===== src/verilog/obj_pkg.sv =====
// shared widths and DMA state encoding for the object table path, imported by every block
`default_nettype none

package obj_pkg;

    // one word of VRAM or of the object table
    typedef logic [15:0] vram_word_t;

    // VRAM word address
    // index 0 here is byte address bit 1
    typedef logic [16:0] vram_addr_t;

    // base register as written by the CPU
    // only bits 9 to 1 pick the table start
    typedef logic [15:0] vram_base_t;

    // entry index seen by the renderer, 1024 words per half
    typedef logic [9:0] table_addr_t;

    // DMA sequencer states
    typedef enum logic [1:0] {
        // waiting for the frame strobe
        dma_idle       = 2'd0,
        // one word per accepted VRAM read
        dma_copy       = 2'd1,
        // zeros up to the last entry
        dma_fill       = 2'd2,
        // cache clear cycle, then wait for the bus grant
        dma_grant_wait = 2'd3
    } dma_state_t;

    // attribute high byte that ends the object list
    localparam logic [7:0] end_marker = 8'hFF;

endpackage

`default_nettype wire


===== src/verilog/vram_arbiter.sv =====
// shares the VRAM read port between CPU and DMA and masks read-valid after address changes
`timescale 1ns/100ps
`default_nettype none

module vram_arbiter import obj_pkg::*; (
    input  logic       clk,
    input  logic       rst,
    input  logic       busreq,
    input  vram_addr_t dma_addr,
    input  logic       cpu_rd,
    input  vram_addr_t cpu_addr,
    input  vram_word_t mem_data,
    input  logic       mem_ok,
    output logic       busack,
    output vram_word_t vram_data,
    output logic       vram_ok,
    output vram_addr_t mem_addr,
    output vram_word_t cpu_data,
    output logic       cpu_ok
);

    vram_addr_t last_addr;
    logic       addr_chg;
    logic       addr_chg_q;
    logic       addr_ok;

    // DMA owns the port while granted
    assign mem_addr = busack ? dma_addr : cpu_addr;

    // address moved against the previous cycle
    assign addr_chg = mem_addr != last_addr;

    always_ff @(posedge clk or posedge rst) begin
        if (rst) begin
            busack     <= 1'b0;
            last_addr  <= '0;
            // nothing valid straight out of reset
            addr_chg_q <= 1'b1;
        end else begin
            // grant waits for the CPU to finish its read
            // then sticks until the DMA lets go
            busack     <= busreq && (busack || !cpu_rd);
            last_addr  <= mem_addr;
            addr_chg_q <= addr_chg;
        end
    end

    // data from VRAM is only trusted once the address has been
    // stable for the change cycle and the one after it
    assign addr_ok = !addr_chg && !addr_chg_q;

    // same read data goes to both masters
    assign vram_data = mem_data;
    assign cpu_data  = mem_data;

    assign vram_ok = busack && mem_ok && addr_ok;

    // CPU sees nothing while the DMA holds the bus
    assign cpu_ok = !busack && cpu_rd && mem_ok && addr_ok;

    // grant only follows a request seen the cycle before
    a_grant_needs_req: assert property (
        @(posedge clk) disable iff (rst)
        busack |-> $past(busreq)
    );

endmodule

`default_nettype wire

===== config.mk =====
export PLATFORM = sky130hd
export DESIGN_NAME = vram_arbiter
export DESIGN_NICKNAME = d
export VERILOG_FILES = /design/src/verilog/obj_pkg.sv /design/src/verilog/vram_arbiter.sv
export SDC_FILE = /design/constraint.sdc
export NUM_CORES = 1
export LEC_CHECK = 0
export BUFFER_PORTS_ARGS = -buffer_cell sky130_fd_sc_hd__buf_2
export CAP_MARGIN = 20
export CORE_MARGIN = 5
export CORE_UTILIZATION = 25
export DETAILED_ROUTE_END_ITERATION = 12
export GPL_TIMING_DRIVEN = 0
export SKIP_CTS_REPAIR_TIMING = 1
export SLEW_MARGIN = 20
export SYNTH_ARGS = -nofsm -noshare
export SYNTH_HDL_FRONTEND = slang
export SYNTH_SLANG_ARGS = --single-unit

===== constraint.sdc =====
create_clock -name clk -period 4.6 [get_ports clk]
set_input_delay 0 -clock clk [delete_from_list [all_inputs] [get_ports clk]]
set_output_delay 0 -clock clk [all_outputs]
set_load 0.05 [all_outputs]

==> results.cfg <==
[critical_path]
setup.worst_path.start_class = register
critPathSlowestCell = dfrtp_1
critical_path.cell_chain = buf_6 > buf_8 > mux2_4 > xor2_1 > nor4_2 > nand4_1 > nor4_1 > buf_2
path_buf_inv = 3
type_of_the_setup_path_with_the_least_slack = reg -> out
worstPathMaxFanout = 10
crit_required_ns = 4.60
cp_slowest_stage_delay_ns = 0.38
setup.worst_path.end_class = output port
timing.critical_path.max_delay_family = simple AND/OR/NAND/NOR gates
crit_arrival_ns = 2.45

[power_and_ir_drop]
internal_power_mw = 0.320
power.share.combinational = 0.432
net-switching-power_mw = 0.201
power_frac_seq = 0.356
power.ir.vdd_worst_uv = 154
power.leakage_nw = 0.934
power.switching_fraction = 0.386
power_density_nw_per_um2 = 295
clockPowerShare = 0.212

[logic_synthesis]
post_synth_main_area_contributors = dfrtp_1, buf_4, mux2_2
synth_top_cell_by_area = dfrtp_1
synth_seq_cells = 19
warnings_from_yosys = 0
synthesis.nets = 155
post_synth.cell_area_avg_sq_um = 11.7
synth_top_area_share = 0.386
synth-seq-area-share = 0.408
syn-cell-area_sq_um = 1170
postSynthCellCount = 100
synth.distinct_cells = 17

[global_route]
grt_use_total = 0.0912
grt_max_degree = 20
grt_pass1_vias = 1009
global_route_wire_length_before_repair_microns = 4570
antenna_found_initial = 0
gr-total-overflow = 0

[timing]
worstMarginPinSlew_ns = 0.697
maxSlewHeadroom = 0.535
final_critical_path_setup_slack_ns = 2.15
report.final.slew_viol_count = 0
timing.setup.tns_ns = 0
worst_hold_slack_ns = 0.0257
max_freq_mhz = 408
timing.final.setup_violations = 0
unrepaired_setup_endpoints_after_global_routing = no
final_period_minus_worst_setup_slack_ns = 2.45
finalCritPeriodShare = 0.533
clock_skew_ns = 0.00141
final_hold_viols = 0

[die]
die_height_microns = 78.3
ioPinCount = 107
die_area_sq_um = 6140
num_rows = 24
floorplan.initialDensity = 0.263
core_region_area_sq_um = 4440
overall_die_width_microns = 78.3

[final_layout]
num_antenna_cells = 0
area.growth.synth_to_final_pct = 51.4
drive_above_1_share = 0.742
most_used_cells_in_the_layout_excluding_fill_and_tap_cells = buf_2, buf_4, dfrtp_1, mux2_2, xor2_1
nNetsFinal = 254
nFillCells = 454
postLayoutCoreUtil = 0.398
layout_commonest_cell = buf_2

[cts]
clkSinkCount = 19
cts_root_buffer = clkbuf_8
largest_buffer_count_on_any_clock_path = 2
cts_made_buffers = 3
clkLatencyLatePin_ns = 0.25
cts.htree.levels = 1
worst_setup_hold_path_clk_slew_ns = 0.06
cts_tree = done

[placed_design]
detailedPlacementHpwl_microns = 2470
pre_cts_ws_ns = 2.36
place.port_buffers = 90
gp_congestion = 0.657

[route]
remaining_drc_errors = 0
drt_wl_total_microns = 2880
detailroute.via_count = 1002
detail_route.first_pass.iterations = 2
vias_per_cell = 4.01
post_drt_wl_per_cell_microns = 11.5
dr.first_iter.drc_count = 3
antenna_left = 0

[min_path]
holdCritPathClass = in -> reg

[run_status]
run_status = complete, no violations

[job]
cap_viol_max_count = 0
==> power groups by stage <==
stage	registers (mW)	clock network, mW	logic [mW]
final	0.186	0.110	0.225
after global routing	0.187	0.124	0.240
after CTS	0.186	0.117	0.226
after detailed placement	0.189	0	0.225
after global placement	0.189	0	0.224
after floorplan	0.191	0	0.174
==> state kept, by name (all words and copies together), names as in the netlist <==
| name | flops |
|---|---|
| busack | 1 |
| last_addr | 17 |
| addr_chg_q | 1 |
==> final timing paths <==
| kind | slack, ns | from | cells after the start | to |
|---|---|---|---|---|
| min in group asynchronous | 0.40 | rst | 3 | last_addr[12]$_DFF_PP0_ |
| min | 0.03 | cpu_addr[11] | 2 | last_addr[11]$_DFF_PP0_ |
| max reg2reg | 2.61 | busack$_DFF_PP0_ | 7 | addr_chg_q$_DFF_PP1_ |
| max | 2.15 | busack$_DFF_PP0_ | 8 | vram_ok |
| max in group asynchronous | 3.76 | rst | 3 | last_addr[7]$_DFF_PP0_ |
| min reg2reg | 0.66 | last_addr[14]$_DFF_PP0_ | 3 | addr_chg_q$_DFF_PP1_ |
==> cells by family after synthesis <==
group / synth area share
buf+inv: 0.235
simple gates: 0.0622
flops: 0.408
mux: 0.167
xor+xnor: 0.128
==> synth_stat cells <==
| library cell | instances |
|---|---|
| mux2_4 | 1 |
| nand2b_1 | 1 |
| and2_1 | 1 |
| or2_2 | 1 |
| inv_1 | 2 |
| xnor2_1 | 5 |
| buf_4 | 32 |
| dfrtp_1 | 18 |
| nand4_1 | 2 |
| buf_8 | 1 |
| dfstp_2 | 1 |
| mux2_2 | 16 |
| nand2_1 | 1 |
| buf_6 | 1 |
| nor4_2 | 1 |
| xor2_1 | 12 |
| nor4_1 | 4 |
==> per-layer routing <==
metal | global-route usage | vias up | part of all wire
li1 | - | 495 | -
met1 | 0.114 | 441 | 0.39
met2 | 0.153 | 64 | 0.49
met3 | 0.0263 | 2 | 0.11
met4 | 0.0262 | 0 | 0.0080
met5 | 0 | - | 0
==> worst reg2reg max path: stages, from the launching register on <==
cell and delay, ns:
dfrtp_1 0.38, buf_6 0.15, buf_8 0.15, mux2_4 0.31
xor2_1 0.15, nor4_2 0.24, nand4_1 0.19, or2_2 0.33
==> area by class of cell <==
class                   instances  area, sq um  share of cell area
multi-input cells              45          417               0.236
clock buffers                   4         45.0              0.0255
plain buffers                  34          267               0.151
inverters                       2         7.51             0.00425
repair buffers                 94          490               0.277
flip-flops and latches         19          477               0.270
well taps                      52         65.1              0.0368
==> metrics by stage <==
step	area, sq um	power [mW]	instances
after floorplan	1170	0.364	100
after global placement	1680	0.412	242
after detailed placement	1680	0.414	242
after CTS	1730	0.528	246
after global routing	1770	0.551	250
final	1770	0.521	250
No activity file was read; power rests on OpenSTA's default activity.
