===== config.mk =====
export PLATFORM = sky130hd
export DESIGN_NAME = obj_table_dma
export DESIGN_NICKNAME = d
export VERILOG_FILES = /design/src/verilog/obj_pkg.sv /design/src/verilog/obj_table_dma.sv
export SDC_FILE = /design/constraint.sdc
export NUM_CORES = 1
export LEC_CHECK = 0
export BUFFER_PORTS_ARGS = -buffer_cell sky130_fd_sc_hd__buf_2
export CAP_MARGIN = 20
export CORE_MARGIN = 2
export CORE_UTILIZATION = 48
export DETAILED_ROUTE_END_ITERATION = 8
export GPL_TIMING_DRIVEN = 0
export PLACE_DENSITY_LB_ADDON = 0.08
export SKIP_CTS_REPAIR_TIMING = 1
export SKIP_LAST_GASP = 1
export SYNTH_ARGS = -nofsm -noshare
export SYNTH_HDL_FRONTEND = slang
export SYNTH_SLANG_ARGS = --single-unit

===== constraint.sdc =====
create_clock -name clk -period 2.1 [get_ports clk]
set_input_delay 0.525 -clock clk [delete_from_list [all_inputs] [get_ports clk]]
set_output_delay 0.525 -clock clk [all_outputs]
set_load 0.005 [all_outputs]

===== src/verilog/obj_pkg.sv =====
// shared widths and DMA state encoding for the object table path, imported by every block
`default_nettype none

package obj_pkg;

    // one word of VRAM or of the object table
    typedef logic [15:0] vram_word_t;

    // VRAM word address
    // index 0 here is byte address bit 1
    typedef logic [16:0] vram_addr_t;

    // base register as written by the CPU
    // only bits 9 to 1 pick the table start
    typedef logic [15:0] vram_base_t;

    // entry index seen by the renderer, 1024 words per half
    typedef logic [9:0] table_addr_t;

    // DMA sequencer states
    typedef enum logic [1:0] {
        // waiting for the frame strobe
        dma_idle       = 2'd0,
        // one word per accepted VRAM read
        dma_copy       = 2'd1,
        // zeros up to the last entry
        dma_fill       = 2'd2,
        // cache clear cycle, then wait for the bus grant
        dma_grant_wait = 2'd3
    } dma_state_t;

    // attribute high byte that ends the object list
    localparam logic [7:0] end_marker = 8'hFF;

endpackage

`default_nettype wire


===== src/verilog/obj_table_dma.sv =====
// frame-triggered DMA that copies the object table from VRAM into the write half of the buffer
`timescale 1ns/100ps
`default_nettype none

module obj_table_dma import obj_pkg::*; (
    input  logic        clk,
    input  logic        rst,
    input  logic        pxl_cen,
    input  logic        obj_dma_ok,
    input  vram_base_t  vram_base,
    input  logic        busack,
    input  vram_word_t  vram_data,
    input  logic        vram_ok,
    output logic        busreq,
    output vram_addr_t  dma_addr,
    output logic        wr_en,
    output logic [10:0] wr_addr,
    output vram_word_t  wr_data,
    output logic        buf_sel
);

    dma_state_t  state;
    vram_addr_t  vram_cnt;
    table_addr_t idx;
    logic        wait_cycle;
    logic        restart;
    logic        take;
    logic        last;
    logic        is_end;
    logic [10:0] wr_phys;

    // counters run in natural order
    // low two bits flipped so each group is fetched attribute word first
    assign dma_addr = {vram_cnt[16:2], ~vram_cnt[1:0]};
    assign wr_phys  = {buf_sel, idx[9:2], ~idx[1:0]};

    // a word is taken on a pixel beat with the bus granted and valid data
    assign take = pxl_cen && busack && vram_ok && !wait_cycle;
    assign last = &idx;

    // end marker only counts on the first fetch of a group
    assign is_end = (vram_data[15:8] == end_marker) && (idx[1:0] == 2'b00);

    always_ff @(posedge clk or posedge rst) begin
        if (rst) begin
            // clear the write half right out of reset
            state      <= dma_fill;
            idx        <= '0;
            vram_cnt   <= '0;
            busreq     <= 1'b0;
            buf_sel    <= 1'b1;
            wait_cycle <= 1'b1;
            restart    <= 1'b0;
            wr_en      <= 1'b0;
            wr_addr    <= '0;
            wr_data    <= '0;
        end else begin
            wr_en <= 1'b0;
            if (obj_dma_ok && state != dma_idle) begin
                // new frame while busy
                // go back through idle, keep busreq as it is
                restart <= 1'b1;
                state   <= dma_idle;
            end else begin
                case (state)
                    dma_idle: begin
                        busreq     <= 1'b0;
                        wait_cycle <= 1'b1;
                        if (obj_dma_ok || restart) begin
                            vram_cnt <= {vram_base[9:1], 8'd0};
                            idx      <= '0;
                            busreq   <= 1'b1;
                            // swap halves, renderer gets the table just built
                            buf_sel  <= ~buf_sel;
                            restart  <= 1'b0;
                            state    <= dma_grant_wait;
                        end
                    end
                    dma_grant_wait: begin
                        // stays at least one cycle so the VRAM cache can drop old words
                        if (busack) begin
                            state <= dma_copy;
                        end
                    end
                    dma_copy: begin
                        if (pxl_cen) begin
                            // one beat skipped after each accepted word
                            wait_cycle <= 1'b0;
                            if (take) begin
                                if (is_end) begin
                                    busreq <= 1'b0;
                                    state  <= dma_fill;
                                end else begin
                                    wr_en      <= 1'b1;
                                    wr_addr    <= wr_phys;
                                    wr_data    <= vram_data;
                                    idx        <= idx + 10'd1;
                                    vram_cnt   <= vram_cnt + 17'd1;
                                    wait_cycle <= 1'b1;
                                    if (last) begin
                                        busreq <= 1'b0;
                                        state  <= dma_idle;
                                    end
                                end
                            end
                        end
                    end
                    dma_fill: begin
                        // no bus needed, one zero word per clock
                        wr_en   <= 1'b1;
                        wr_addr <= wr_phys;
                        wr_data <= '0;
                        idx     <= idx + 10'd1;
                        if (last) begin
                            state <= dma_idle;
                        end
                    end
                    default: state <= dma_idle;
                endcase
            end
        end
    end

    // writes only start from copy or fill
    a_no_wr_from_idle: assert property (
        @(posedge clk) disable iff (rst)
        $rose(wr_en) |-> $past(state) != dma_idle
    );

    // bus is released once the zero fill begins
    a_fill_drops_bus: assert property (
        @(posedge clk) disable iff (rst)
        (state == dma_fill && $past(state) != dma_fill) |=> !busreq
    );

endmodule

`default_nettype wire


==> qor.csv <==
metric,value,unit
Final Core Density,69.2,%
setup violators final,15,
# nets final,480,
"Seq/Total Area, Yosys",47.6,%
hpwl dp,5370,µm
area of placed instances,3740,µm²
violations in the final reports,"DRC, setup timing",
Setup WS post-layout,-103,ps
Die Area,7370,µm²
Rel. slew slack,53.6,%
final-report max-slew violation count,0,
Commonest cells post-synth,"dfrtp_1, nand2_1, nor2_1, nand3_1, buf_4",
Syn Inst Count,317,
max-cap violations,0,
Sink Count,61,
routed wire length,8260,µm
CTS Buffer Depth,2,
via/cell ratio,5.48,
WHS,281,ps
TNS Setup,-716,ps
Post-synth EDFFs,0,
register clock-pin slew on the reported worst setup and hold paths,80,ps
average size of a mapped cell,10.1,µm²
post-DR wirelength/cell,16.0,µm
Diodes inserted,0,
peak supply drop,0.779,mV
first-pass GRT wire length,12700,µm
CP Class,reg2reg,
Hold Path Class,in2async,
status,"complete, but fails checks",
Crit Path Max Fanout,6,
Area Growth Syn to Fin,38.2,%
#FFs+latches synth,61,
"Distinct cells, synth",55,
via count,2830,
number of cells after detailed placement,473,
RePlAce Congestion,0.822,
RSZ-0062 raised after global routing,yes,
DRC Markers,4,
row count,29,
sequential power share,30.4,%
Final Hold Viols,0,
height of the die,85.9,µm
share of layout cells above drive strength 1,49.0,%
post-route ant nets,0,
total global routing overflow,0,
Critical Path RT,2360,ps
Initial Util,50.1,%
Netlist Area Pre-Place,3220,µm²
Setup crit end kind,flip-flop,
total CTS buffers,9,
Area contributors post-synth,"dfrtp_1, a22o_1, buf_4",
Max Freq,0.454,GHz
Mapped Nets,363,
DRT Pass-1 Iters,8,
GRT Resource Usage Total,22.1,%
Switch Pwr,2.42,mW
PortBufs,77,
design area,4450,µm²
"area leader, netlist",dfrtp_1,
YS warnings,0,
Root Buffer,clkbuf_8,
Critical Path Source Type,flip-flop,
CTS tree,built,
H-tree Lvls,3,
ys async rst share,100,%
Static Leak,2.14,nW
Final period util,105,%
Finished Layout Cells,516,
Synth top area share,45.1,%
Worst-Margin Slew,696,ps
clk_skew,9.16,ps
crit path DAT,2460,ps
fin crit period,2200,ps
ys flop type,dfrtp_1,
internal cell power,3.80,mW
initial detailed-routing violation count,165,
Cell Pwr Density,1400,nW/µm²
largest net degree at the start of global routing,32,
IO Count,85,
top-count cell post-synth,dfrtp_1,
vias in the first global route,2580,
CORE AREA,6420,µm²
die width,85.9,µm
initial antenna violation count,0,
Sw Ratio,38.9,%
combinational group share of total power,52.6,%
clock latency on the worst-skew pair,350,ps
Clk pwr share,17.0,%
-- placed cells by master (no fill, tap or decap), types with 3 or more instances in the layout --
cell type | synthesis | layout
buf_2 | 4 | 80
dfrtp_1 | 58 | 57
buf_4 | 18 | 37
nand2_1 | 29 | 26
nor2_1 | 29 | 26
a22o_1 | 16 | 16
nand3_1 | 19 | 13
mux2_2 | 11 | 11
o21ai_0 | 14 | 11
buf_6 | 1 | 9
clkbuf_8 | 0 | 9
inv_1 | 11 | 7
xor2_1 | 7 | 7
a21oi_1 | 9 | 7
nand4_1 | 6 | 6
nor3_1 | 8 | 6
a32o_1 | 4 | 4
nand3_2 | 0 | 4
inv_2 | 1 | 3
nand2_2 | 0 | 3
and2_1 | 3 | 3
o211ai_1 | 3 | 3
ha_4 | 0 | 3
ha_1 | 8 | 3
dfstp_2 | 3 | 3
-- logic make-up (layout without fill, tap and decap cells) --
| group | after synthesis | after routing | share of synthesized area (%) |
|---|---|---|---|
| simple gates | 120 | 120 | 19.2 |
| compound gates | 70 | 70 | 17.0 |
| flops | 61 | 61 | 47.6 |
| buf+inv | 39 | 161 | 7.04 |
| mux | 11 | 11 | 3.85 |
| fa+ha+maj | 8 | 8 | 3.11 |
| xor+xnor | 8 | 8 | 2.18 |
-- stage by stage --
step / total power [mW] / worst slack (ps)
final: 6.22 / -103
after floorplan: 3.49 / -10.5
after CTS: 5.30 / -503
after detailed placement: 4.23 / -531
after global placement: 4.17 / -762
after global routing: 6.66 / -171
-- power by group through the flow --
stage,clock [mW],combinational [mW],sequential [mW]
finish,1.06,3.27,1.89
global route,1.14,3.57,1.95
CTS,1.08,2.37,1.86
detailed placement,0,2.36,1.87
global placement,0,2.31,1.86
floorplan,0,1.65,1.84
-- final cells by class --
class | count | area, µm²
clock inverter | 7 | 73.8
multi-input combinational | 217 | 1690
tap | 77 | 96.3
sequential | 61 | 1530
timing repair buffer | 108 | 681
inverter | 12 | 52.6
fill | 505 | 1980
clock buffer | 9 | 124
buffer | 25 | 201
-- sequential cells by signal, summed over array words and instances, names as in the netlist --
signal and flops:
state 2, wait_cycle 1, wr_en 1, restart 1
wr_addr 11, buf_sel 1, vram_cnt 17, busreq 1
idx 10, wr_data 16
-- routing by layer --
layer	global-route usage (%)	up-vias	wire, µm
met1	29.2	1390	3700
li1	-	1370	-
met3	5.58	14	237
met4	7.22	0	122
met5	0	-	0
met2	35.9	56	4200
-- worst max-delay path, stage by stage, from the launching register on --
cell,delay [ps]
dfstp_2,580
inv_4,70
ha_4,170
or3b_4,380
a22oi_4,230
and2_4,210
buf_8,120
buf_12,100
a21oi_4,40
a211oi_2,210
-- path summary, 6_finish.rpt --
path,startpoint,end,slack (ps),depth (start not counted)
worst max-delay path,state[1],vram_cnt[12],-100,9
worst min-delay path,rst,wr_data[1],280,2
worst max register to register,state[1],vram_cnt[12],-100,9
worst min register to register,busreq,busreq,490,1
max in group asynchronous,rst,state[1],1150,3
min in group clk,vram_data[0],wr_data[0],390,2
Power figures use the tool's default switching activity.
